### src/hw/gat_dbg_pkg.sv
package gat_dbg_pkg;

  // one word as seen by the host or logic analyzer
  typedef logic [31:0] dbg_word_t;

  // a single sparse PE lane result
  typedef logic [11:0] pe_data_t;

  // weight BRAM port A address
  typedef logic [13:0] wgt_addr_t;

  // feature BRAM write address
  typedef logic [15:0] feat_addr_t;

  // one sticky bit per stage strobe
  typedef logic [7:0] stage_flags_t;

  // bit positions inside stage_flags_t, spmm valid is the top bit
  localparam int unsigned FLAG_SPMM_VLD = 7;
  localparam int unsigned FLAG_SPMM_RDY = 6;
  localparam int unsigned FLAG_DMVM_VLD = 5;
  localparam int unsigned FLAG_DMVM_RDY = 4;
  localparam int unsigned FLAG_SM_VLD   = 3;
  localparam int unsigned FLAG_SM_RDY   = 2;
  localparam int unsigned FLAG_AGGR_VLD = 1;
  localparam int unsigned FLAG_AGGR_RDY = 0;

endpackage

### src/hw/dbg_if.sv
// sticky stage flags from the input side to the output side
interface stage_flags_if import gat_dbg_pkg::*; ();

  stage_flags_t flags;
  logic         feat_write_seen;

  modport src (
    output flags,
    output feat_write_seen
  );

  modport dst (
    input flags,
    input feat_write_seen
  );

endinterface

// captured lane values, softmax count and feature range state
interface snapshot_if import gat_dbg_pkg::*; ();

  pe_data_t   snap_a;
  pe_data_t   snap_b;
  logic       snap_a_hit;
  logic       snap_b_hit;
  dbg_word_t  sm_vld_count;
  logic       feat_over_seen;
  feat_addr_t feat_last_over;

  modport src (
    output snap_a, snap_b, snap_a_hit, snap_b_hit,
    output sm_vld_count, feat_over_seen, feat_last_over
  );

  modport dst (
    input snap_a, snap_b, snap_a_hit, snap_b_hit,
    input sm_vld_count, feat_over_seen, feat_last_over
  );

endinterface

### src/hw/stage_flag_latch.sv
module stage_flag_latch import gat_dbg_pkg::*; (
  input  logic              clk,
  input  logic              rst_n,
  input  logic              clr_i,
  input  logic              spmm_vld_i,
  input  logic              spmm_rdy_i,
  input  logic              dmvm_vld_i,
  input  logic              dmvm_rdy_i,
  input  logic              sm_vld_i,
  input  logic              sm_rdy_i,
  input  logic              aggr_vld_i,
  input  logic              aggr_rdy_i,
  input  logic              feat_ena_i,
  stage_flags_if.src        status_o
);

  stage_flags_t strobes;
  stage_flags_t flags_q;
  logic         feat_seen_q;

  // gather the raw strobes into flag order
  always_comb begin
    strobes                = '0;
    strobes[FLAG_SPMM_VLD] = spmm_vld_i;
    strobes[FLAG_SPMM_RDY] = spmm_rdy_i;
    strobes[FLAG_DMVM_VLD] = dmvm_vld_i;
    strobes[FLAG_DMVM_RDY] = dmvm_rdy_i;
    strobes[FLAG_SM_VLD]   = sm_vld_i;
    strobes[FLAG_SM_RDY]   = sm_rdy_i;
    strobes[FLAG_AGGR_VLD] = aggr_vld_i;
    strobes[FLAG_AGGR_RDY] = aggr_rdy_i;
  end

  // clear has priority over a strobe on the same edge
  always_ff @(posedge clk or negedge rst_n) begin
    if (!rst_n) begin
      flags_q     <= '0;
      feat_seen_q <= 1'b0;
    end else if (clr_i) begin
      flags_q     <= '0;
      feat_seen_q <= 1'b0;
    end else begin
      flags_q     <= flags_q | strobes;
      feat_seen_q <= feat_seen_q | feat_ena_i;
    end
  end

  assign status_o.flags           = flags_q;
  assign status_o.feat_write_seen = feat_seen_q;

  // a sticky bit may only drop on the edge after clr_i was seen
  a_sticky_hold: assert property (
    @(posedge clk) disable iff (!rst_n)
    (|($past({feat_seen_q, flags_q}) & ~{feat_seen_q, flags_q})) |-> $past(clr_i)
  );

endmodule

### src/hw/pe_snapshot.sv
module pe_snapshot import gat_dbg_pkg::*; #(
  parameter int unsigned NUM_PE          = 16,
  parameter int unsigned PE_LANE         = 2,
  parameter int unsigned TRIG_ADDR_A     = 10,
  parameter int unsigned TRIG_ADDR_B     = 20,
  parameter int unsigned FEAT_ADDR_LIMIT = 43328
) (
  input  logic                    clk,
  input  logic                    rst_n,
  input  logic                    clr_i,
  input  logic                    spmm_rdy_i,
  input  logic                    sm_vld_i,
  input  logic                    feat_ena_i,
  input  wgt_addr_t               wgt_addr_i,
  input  pe_data_t [NUM_PE-1:0]   sppe_i,
  input  feat_addr_t              feat_addr_i,
  snapshot_if.src                 snap_o
);

  logic       trig_a;
  logic       trig_b;
  logic       feat_over;
  pe_data_t   lane_val;
  pe_data_t   snap_a_q;
  pe_data_t   snap_b_q;
  logic       hit_a_q;
  logic       hit_b_q;
  dbg_word_t  sm_cnt_q;
  logic       over_seen_q;
  feat_addr_t last_over_q;

  assign lane_val  = sppe_i[PE_LANE];
  assign trig_a    = spmm_rdy_i && (wgt_addr_i == wgt_addr_t'(TRIG_ADDR_A));
  assign trig_b    = spmm_rdy_i && (wgt_addr_i == wgt_addr_t'(TRIG_ADDR_B));
  assign feat_over = feat_ena_i && (32'(feat_addr_i) >= FEAT_ADDR_LIMIT);

  always_ff @(posedge clk or negedge rst_n) begin
    if (!rst_n) begin
      snap_a_q    <= '0;
      snap_b_q    <= '0;
      hit_a_q     <= 1'b0;
      hit_b_q     <= 1'b0;
      sm_cnt_q    <= '0;
      over_seen_q <= 1'b0;
      last_over_q <= '0;
    end else if (clr_i) begin
      snap_a_q    <= '0;
      snap_b_q    <= '0;
      hit_a_q     <= 1'b0;
      hit_b_q     <= 1'b0;
      sm_cnt_q    <= '0;
      over_seen_q <= 1'b0;
      last_over_q <= '0;
    end else begin
      // a later trigger simply overwrites the earlier capture
      if (trig_a) begin
        snap_a_q <= lane_val;
        hit_a_q  <= 1'b1;
      end
      if (trig_b) begin
        snap_b_q <= lane_val;
        hit_b_q  <= 1'b1;
      end
      if (sm_vld_i) begin
        sm_cnt_q <= sm_cnt_q + 1'b1;
      end
      if (feat_over) begin
        over_seen_q <= 1'b1;
        last_over_q <= feat_addr_i;
      end
    end
  end

  assign snap_o.snap_a         = snap_a_q;
  assign snap_o.snap_b         = snap_b_q;
  assign snap_o.snap_a_hit     = hit_a_q;
  assign snap_o.snap_b_hit     = hit_b_q;
  assign snap_o.sm_vld_count   = sm_cnt_q;
  assign snap_o.feat_over_seen = over_seen_q;
  assign snap_o.feat_last_over = last_over_q;

  // two equal triggers would make the second snapshot meaningless
  a_param_ok: assert property (
    @(posedge clk) (TRIG_ADDR_A != TRIG_ADDR_B) && (PE_LANE < NUM_PE)
  );

  a_cnt_step: assert property (
    @(posedge clk) disable iff (!rst_n)
    (sm_cnt_q == $past(sm_cnt_q)) ||
    (sm_cnt_q == dbg_word_t'($past(sm_cnt_q) + 1'b1)) ||
    ((sm_cnt_q == '0) && $past(clr_i))
  );

endmodule

### src/hw/debug_word_mux.sv
module debug_word_mux import gat_dbg_pkg::*; #(
  parameter int unsigned NUM_SPARSE_DATA = 12,
  parameter int unsigned BUILD_TAG       = 12100
) (
  input  logic [1:0]      sel_i,
  stage_flags_if.dst      status_i,
  snapshot_if.dst         snap_i,
  output dbg_word_t       debug_1_o,
  output dbg_word_t       debug_2_o,
  output dbg_word_t       debug_3_o
);

  dbg_word_t status_word;

  // static identification word
  assign debug_1_o = {16'(BUILD_TAG), 16'(NUM_SPARSE_DATA)};

  always_comb begin
    status_word        = '0;
    status_word[7:0]   = status_i.flags;
    status_word[8]     = status_i.feat_write_seen;
    status_word[9]     = snap_i.feat_over_seen;
    status_word[10]    = snap_i.snap_a_hit;
    status_word[11]    = snap_i.snap_b_hit;
  end

  // all sources are registered upstream, so this stays purely combinational
  always_comb begin
    case (sel_i)
      2'd0: begin
        debug_2_o = status_word;
      end
      2'd1: begin
        debug_2_o = dbg_word_t'(snap_i.snap_a);
      end
      2'd2: begin
        debug_2_o = dbg_word_t'(snap_i.snap_b);
      end
      default: begin
        debug_2_o = dbg_word_t'(snap_i.feat_last_over);
      end
    endcase
  end

  assign debug_3_o = snap_i.sm_vld_count;

endmodule

### src/hw/gat_debug_top.sv
module gat_debug_top import gat_dbg_pkg::*; #(
  parameter int unsigned NUM_PE          = 16,
  parameter int unsigned PE_LANE         = 2,
  parameter int unsigned TRIG_ADDR_A     = 10,
  parameter int unsigned TRIG_ADDR_B     = 20,
  parameter int unsigned FEAT_ADDR_LIMIT = 43328,
  parameter int unsigned NUM_SPARSE_DATA = 12,
  parameter int unsigned BUILD_TAG       = 12100
) (
  input  logic                    clk,
  input  logic                    rst_n,
  input  logic                    clr_i,
  input  logic [1:0]              sel_i,
  input  logic                    spmm_vld_i,
  input  logic                    spmm_rdy_i,
  input  logic                    dmvm_vld_i,
  input  logic                    dmvm_rdy_i,
  input  logic                    sm_vld_i,
  input  logic                    sm_rdy_i,
  input  logic                    aggr_vld_i,
  input  logic                    aggr_rdy_i,
  input  wgt_addr_t               wgt_addr_i,
  input  pe_data_t [NUM_PE-1:0]   sppe_i,
  input  logic                    feat_ena_i,
  input  feat_addr_t              feat_addr_i,
  output dbg_word_t               debug_1_o,
  output dbg_word_t               debug_2_o,
  output dbg_word_t               debug_3_o
);

  stage_flags_if status_bus ();
  snapshot_if    snap_bus ();

  stage_flag_latch u_stage_flag_latch (
    .clk        (clk),
    .rst_n      (rst_n),
    .clr_i      (clr_i),
    .spmm_vld_i (spmm_vld_i),
    .spmm_rdy_i (spmm_rdy_i),
    .dmvm_vld_i (dmvm_vld_i),
    .dmvm_rdy_i (dmvm_rdy_i),
    .sm_vld_i   (sm_vld_i),
    .sm_rdy_i   (sm_rdy_i),
    .aggr_vld_i (aggr_vld_i),
    .aggr_rdy_i (aggr_rdy_i),
    .feat_ena_i (feat_ena_i),
    .status_o   (status_bus.src)
  );

  pe_snapshot #(
    .NUM_PE          (NUM_PE),
    .PE_LANE         (PE_LANE),
    .TRIG_ADDR_A     (TRIG_ADDR_A),
    .TRIG_ADDR_B     (TRIG_ADDR_B),
    .FEAT_ADDR_LIMIT (FEAT_ADDR_LIMIT)
  ) u_pe_snapshot (
    .clk         (clk),
    .rst_n       (rst_n),
    .clr_i       (clr_i),
    .spmm_rdy_i  (spmm_rdy_i),
    .sm_vld_i    (sm_vld_i),
    .feat_ena_i  (feat_ena_i),
    .wgt_addr_i  (wgt_addr_i),
    .sppe_i      (sppe_i),
    .feat_addr_i (feat_addr_i),
    .snap_o      (snap_bus.src)
  );

  debug_word_mux #(
    .NUM_SPARSE_DATA (NUM_SPARSE_DATA),
    .BUILD_TAG       (BUILD_TAG)
  ) u_debug_word_mux (
    .sel_i     (sel_i),
    .status_i  (status_bus.dst),
    .snap_i    (snap_bus.dst),
    .debug_1_o (debug_1_o),
    .debug_2_o (debug_2_o),
    .debug_3_o (debug_3_o)
  );

endmodule

### config.mk
export PLATFORM = sky130hd
export DESIGN_NAME = gat_debug_top
export DESIGN_NICKNAME = d
export VERILOG_FILES = /design/src/hw/gat_dbg_pkg.sv /design/src/hw/dbg_if.sv /design/src/hw/stage_flag_latch.sv /design/src/hw/pe_snapshot.sv /design/src/hw/debug_word_mux.sv /design/src/hw/gat_debug_top.sv
export SDC_FILE = /design/constraint.sdc
export NUM_CORES = 1
export LEC_CHECK = 0
export ABC_AREA = 1
export CAP_MARGIN = 10
export CORE_AREA = 2 2 128 130
export CTS_BUF_LIST = sky130_fd_sc_hd__clkbuf_16
export DETAILED_ROUTE_END_ITERATION = 10
export DIE_AREA = 0 0 130 132
export DONT_BUFFER_PORTS = 1
export PLACE_DENSITY = 0.49
export SETUP_SLACK_MARGIN = 0.5
export SYNTH_ARGS = -nofsm -noshare
export SYNTH_HDL_FRONTEND = slang
export SYNTH_SLANG_ARGS = --single-unit
### constraint.sdc
create_clock -name clk -period 1.94 [get_ports clk]
set_clock_uncertainty 0.05 [all_clocks]
set_input_delay 0.388 -clock clk [delete_from_list [all_inputs] [get_ports clk]]
set_output_delay 0.388 -clock clk [all_outputs]
set_load 0.05 [all_outputs]
======== After elaboration in Yosys (flattened, before gate mapping) ========
Cells that the tools add are included.
W data, S select, Z words.
storage, ports and cells
  input port bits ......................... 236
  logic and storage cells ................. 42
  memories ................................ 0
  register bits after elaboration ......... 84
  bits in latches ......................... 0
  RAM bits ................................ 0
  bits in read-only memories .............. 0
operators by class
  divide/modulo/power cells ............... 0
  multiply operators ...................... 0
  bitwise gates (word level) .............. 2
  reduce and logical (&&, ||, !) cells .... 8
  order comparisons ....................... 1
  muxes and demuxes ....................... 17
  shift-type cells ........................ 0
  add/subtract/negate cells ............... 1
  eq/ne operators ......................... 4
operator list
  operator                 count
  $mux W32                 2
  $mux W12                 4
  $pmux W16 S3             1
  $add A32 B1 Y32 const B  1
  $mux W16                 2
  $ge A16 B16 Y1 const B   1
  $eq A14 B4 Y1 const B    1
  $eq A14 B5 Y1 const B    1
  $mux W8                  1
  $or A8 B8 Y8             1
  $reduce_bool A2 Y1       4
  $mux W1                  7
  $logic_and A1 B1 Y1      3
  $eq A2 B1 Y1 const B     1
  $eq A2 B2 Y1 const B     1
  $logic_not A2 Y1         1
  $or A1 B1 Y1             1

======== Longest topological paths before layout ========
  word-level depth ........................ 4
  depth in mapped cells ................... 9
  mapped depth without buffers ............ 9

======== By module ========
From an unflattened synthesis, not the netlist that was laid out.
second synthesis, totals
  cell total of the unflattened synthesis .. 718
  area, all modules ....................... 5326.4 µm²
by module, submodules not included
  module            cells each  area each (µm²)  times used  seq. area each (µm²)
  pe_snapshot       527         3958.8           1           1876.8
  debug_word_mux    163         1063.5           1           0.0
  stage_flag_latch  28          304.0            1           225.2

======== Worst setup path before layout ========
No wires, ideal clock.
  kind .................................... flip-flop to flip-flop
  start ................................... register u_pe_snapshot.sm_cnt_q[0] (netlist: u_pe_snapshot.snap_o.sm_vld_count[0])
  end ..................................... register u_pe_snapshot.sm_cnt_q[22] (netlist: u_pe_snapshot.snap_o.sm_vld_count[22])
  period minus slack after synthesis ...... 1.841 ns
  cell stages (with the launch flop) ...... 9
  slack ................................... 0.099 ns
  arrival ................................. 1.669 ns
  path through ............................ dfrtp_1 > ha_1 > nand3_1 > nor2_4 > nand3_2 > nor2_1 > nand3_1 > nand2_1 > nor2_1
on the way
  longest elaborated chain between the ends .. 3
RTL lines
  item                    line               source
  start, declared         pe_snapshot.sv:28  dbg_word_t sm_cnt_q;
  start signal, assigned  pe_snapshot.sv:65  sm_cnt_q <= sm_cnt_q + 1'b1;
  $add A32 B1 Y32         pe_snapshot.sv:65
  $mux W32                pe_snapshot.sv:64  if (sm_vld_i) begin
  $mux W32                pe_snapshot.sv:46  end else if (clr_i) begin
Every way passes these cells. The select of a mux whose other input is x is not followed.
A chain may end at the register's enable or synchronous reset.

======== Worst setup path after layout ========
  start ................................... register u_pe_snapshot.last_over_q[8] (netlist: u_pe_snapshot.snap_o.feat_last_over[8])
  end ..................................... output port debug_2_o[8]
on the way
  longest elaborated chain between the ends .. 1
RTL lines
  item                    line                  source
  start, declared         pe_snapshot.sv:30     feat_addr_t last_over_q;
  start signal, assigned  pe_snapshot.sv:69     last_over_q <= feat_addr_i;
  $pmux W16 S3            debug_word_mux.sv:29  case (sel_i)
  end, declared           gat_debug_top.sv:27   output dbg_word_t debug_2_o,
Every way passes these cells.

==> run_results.csv <==
group,metric,value,unit
critical_path,cpLargestDelayFamily,"flip-flops",
drt,drc,0,
sta,rsz0062_at_grt,"true",
sta,slew_violations,0,
synthesis,synth_cell_types,31,
status,status,"finished, violations left",
global_route,grt_pass1_wl,22200,µm
critical_path,cp-start-kind,"register",
critical_path,reg2reg_depth,9,
floorplan,die_h,132,µm
placed_design,io_buffers,0,
critical_path,end_kind,"output port",
synthesis,synth_warnings,0,
final_layout,num-nets-final,965,
cts,clock_path_buffers,2,
synthesis,synth_top_area_cell,"dfrtp_1",
sta,fmax,597.2,MHz
drt,totalWireLength,13980,µm
critical_path,required,1500,ps
critical_path,worst-path-max-fanout,2,
drt,drtIter0Drc,234,
sta,worstMarginPinSlew,548.5,ps
final_layout,diodes,0,
sta,tns,0,ps
critical_path,timing.rr.start,"u_pe_snapshot.snap_o.sm_vld_count[0]",
synthesis,synth-compound-area-share,4.211,%
cts,tritoncts,"done",
synthesis,ys_ff_latch,84,
synthesis,synth.cell_area,4902,µm²
global_route,overflow,0,
floorplan,coreArea,15710,µm²
sta,setup-violations-final,0,
cts,clkTransAtPathRegs,70,ps
synthesis,synth_fa_ha_area_share,0.2552,%
synthesis,yosysTopAreaCellShare,42.88,%
final_layout,drive_gt1_share,27.83,%
sta,finalCritPeriodShare,86.31,%
cts,clk_latency,350,ps
drt,dr.pass1.iters,4,
cts,ctsHtreeMaxLevel,3,
synthesis,synthTopCellsByArea,"dfrtp_1 (43%), nand2_1 (14%), buf_4 (7.7%), nor2_1 (7.0%), nand3_1 (6.7%)",
floorplan,start_util,31.20,%
hold_path,hold_path_class,"in -> async",
run,max_cap_violations,0,
power,vdd_drop_max,482.5,µV
synthesis,synth_xor_area_share,0.1787,%
placed_design,dp_hpwl,9593,µm
cts,cts-root-buf,"clkbuf_16",
critical_path,r2r_slack,400,ps
critical_path,crit_chain,"nand2_1, nand4_1, buf_12",
floorplan,dieArea,17160,µm²
synthesis,ys_seq_area_share,42.88,%
drt,postRouteAntennaNets,0,
global_route,first_global_vias,4284,
synthesis,avgSynthCellArea,7.295,µm²
sta,whs,-322.9,ps
power,power.density,630.5,nW/µm²
floorplan,die_x,130,µm
critical_path,crit_arrival,1240,ps
critical_path,reg2reg_to,"u_pe_snapshot.snap_o.sm_vld_count[20]",
critical_path,criticalPathCategory,"reg -> out",
floorplan,fp-row-count,46,
cts,cts_num_sinks,84,
status,violations,"negative hold slack",
drt,wl_per_cell,14.73,µm
sta,min_period,1674,ps
sta,hold_violations,84,
global_route,antenna_found_initial,0,
cts,numCtsBuffers,9,
floorplan,pin_count,332,
drt,via_per_inst,4.653,
critical_path,slowest_stage,"dfrtp_1",
power,total_power,0.004006,W
placed_design,gp_congestion,0.8040,
global_route,grt_max_degree,85,
sta,relSlewSlack,63.35,%
drt,vias,4416,
power,p_leak,2.998,nW
synthesis,muxShareOfSynthArea,0,%
global_route,grtUsageTotal,16.61,%
final_layout,syn2layout_area_growth,29.61,%
critical_path,path_buf_inv,1,
synthesis,synth_top_family_by_area,"simple AND/OR/NAND/NOR gates",
synthesis,synthSimpleGateAreaFrac,37.65,%
synthesis,syn-instance-count,672,
critical_path,max_stage_delay,380,ps
==> layer usage <==
| metal | wire length (µm) | track usage, % | vias to the layer above | part of all wire (%) |
|---|---|---|---|---|
| li1 | - | - | 2166 | - |
| met4 | 214 | 4.719 | 0 | 1.5 |
| met2 | 7017 | 28.62 | 149 | 50 |
| met5 | 0 | 0 | - | 0 |
| met1 | 5922 | 19.62 | 2087 | 42 |
| met3 | 828 | 5.398 | 14 | 5.9 |
==> cell families (layout without fill, tap and decap cells) <==
logic type	count (synthesis)	in the layout
flip-flops	84	84
AND/OR/NAND/NOR	405	405
buffers and inverters	140	155
adder cells (fa/ha/maj)	1	1
other	2	48
AO/OA/AOI/OAI	39	39
XOR/XNOR	1	1
==> synth_stat cells (all sizes together) <==
cell and n:
buf 57, o211ai 1, inv 68, dfrtp 84, or2 1, clkbuf 15
nor2 101, nand3b 1, nand4 38, ha 1, nor3b 2, xnor2 1
o21bai 2, a21oi 22, nand3 69, nor3 3, nor4 2, o21ai 14
nand2 188, conb 2
==> worst max-delay path by stage <==
stage                                                 from                                     to  slack (ps)  depth (start not counted)
6_report            u_pe_snapshot.snap_o.feat_last_over[8]                           debug_2_o[8]         270                          3
3_5_place_dp                                 wgt_addr_i[7]         u_pe_snapshot.snap_o.snap_a[7]         280                          6
3_3_place_gp         u_pe_snapshot.snap_o.sm_vld_count[12]  u_pe_snapshot.snap_o.sm_vld_count[29]         350                          8
2_1_floorplan                                     sel_i[1]                           debug_2_o[0]         340                          6
5_1_grt        u_stage_flag_latch.status_o.feat_write_seen                           debug_2_o[8]         190                          3
4_1_cts                     u_pe_snapshot.snap_o.snap_a[8]                           debug_2_o[8]         240                          3
==> flip-flops by register name (all words and copies together) (netlist names) <==
signal                                       count
u_pe_snapshot.snap_o.feat_over_seen              1
u_pe_snapshot.snap_o.snap_a                     12
u_stage_flag_latch.status_o.feat_write_seen      1
u_pe_snapshot.snap_o.sm_vld_count               32
u_pe_snapshot.snap_o.feat_last_over             16
u_pe_snapshot.snap_o.snap_b                     12
u_pe_snapshot.snap_o.snap_b_hit                  1
u_pe_snapshot.snap_o.snap_a_hit                  1
u_stage_flag_latch.status_o.flags                8
==> cells in the final DEF, fill, tap and decap left out, drive strengths merged <==
cell,n
a21oi,22
buf,71
clkbuf,9
clkinv,3
clkinvlp,2
conb,48
dfrtp,84
ha,1
inv,70
nand2,188
nand3,69
nand3b,1
nand4,38
nor2,101
nor3,3
nor3b,2
nor4,2
o211ai,1
o21ai,14
o21bai,2
or2,1
xnor2,1
==> area by class of cell <==
class | instances | area, µm²
Fill cell | 1604 | 9359
Clock buffer | 9 | 225.2
Clock inverter | 7 | 50.05
Multi-Input combinational cell | 494 | 2579
Tap cell | 216 | 270.3
Timing Repair Buffer | 71 | 812.0
Inverter | 68 | 271.5
Sequential cell | 84 | 2146
==> power breakdown <==
group / internal, W / switching [W] / total (W)
combinational: 0.000137 / 0.000413 / 0.000551
sequential: 0.00178 / 0.0000251 / 0.00181
clock: 0.000872 / 0.000774 / 0.00165
total: 0.00279 / 0.00121 / 0.00401
==> metrics by stage <==
stage               worst slack (ps)  instances  utilization, %  instance area [µm²]
detailed placement             283.5        910           35.28                 5543
global route                   192.0        949           40.44                 6354
finish                         265.6        949           40.44                 6354
floorplan                      337.8        718               -                 5241
CTS                            244.9        936           38.66                 6075
global placement               354.2        910           35.28                 5543
==> timing repair <==
item / in CTS / in global routing
endpoints found under the hold margin: 84 / 84
buffers inserted: 10 / 13
pin swaps: 29 / 31
gates resized for setup: 50 / 53
setup endpoints to repair: 45 / 56
No activity file was read; power rests on OpenSTA's default activity.
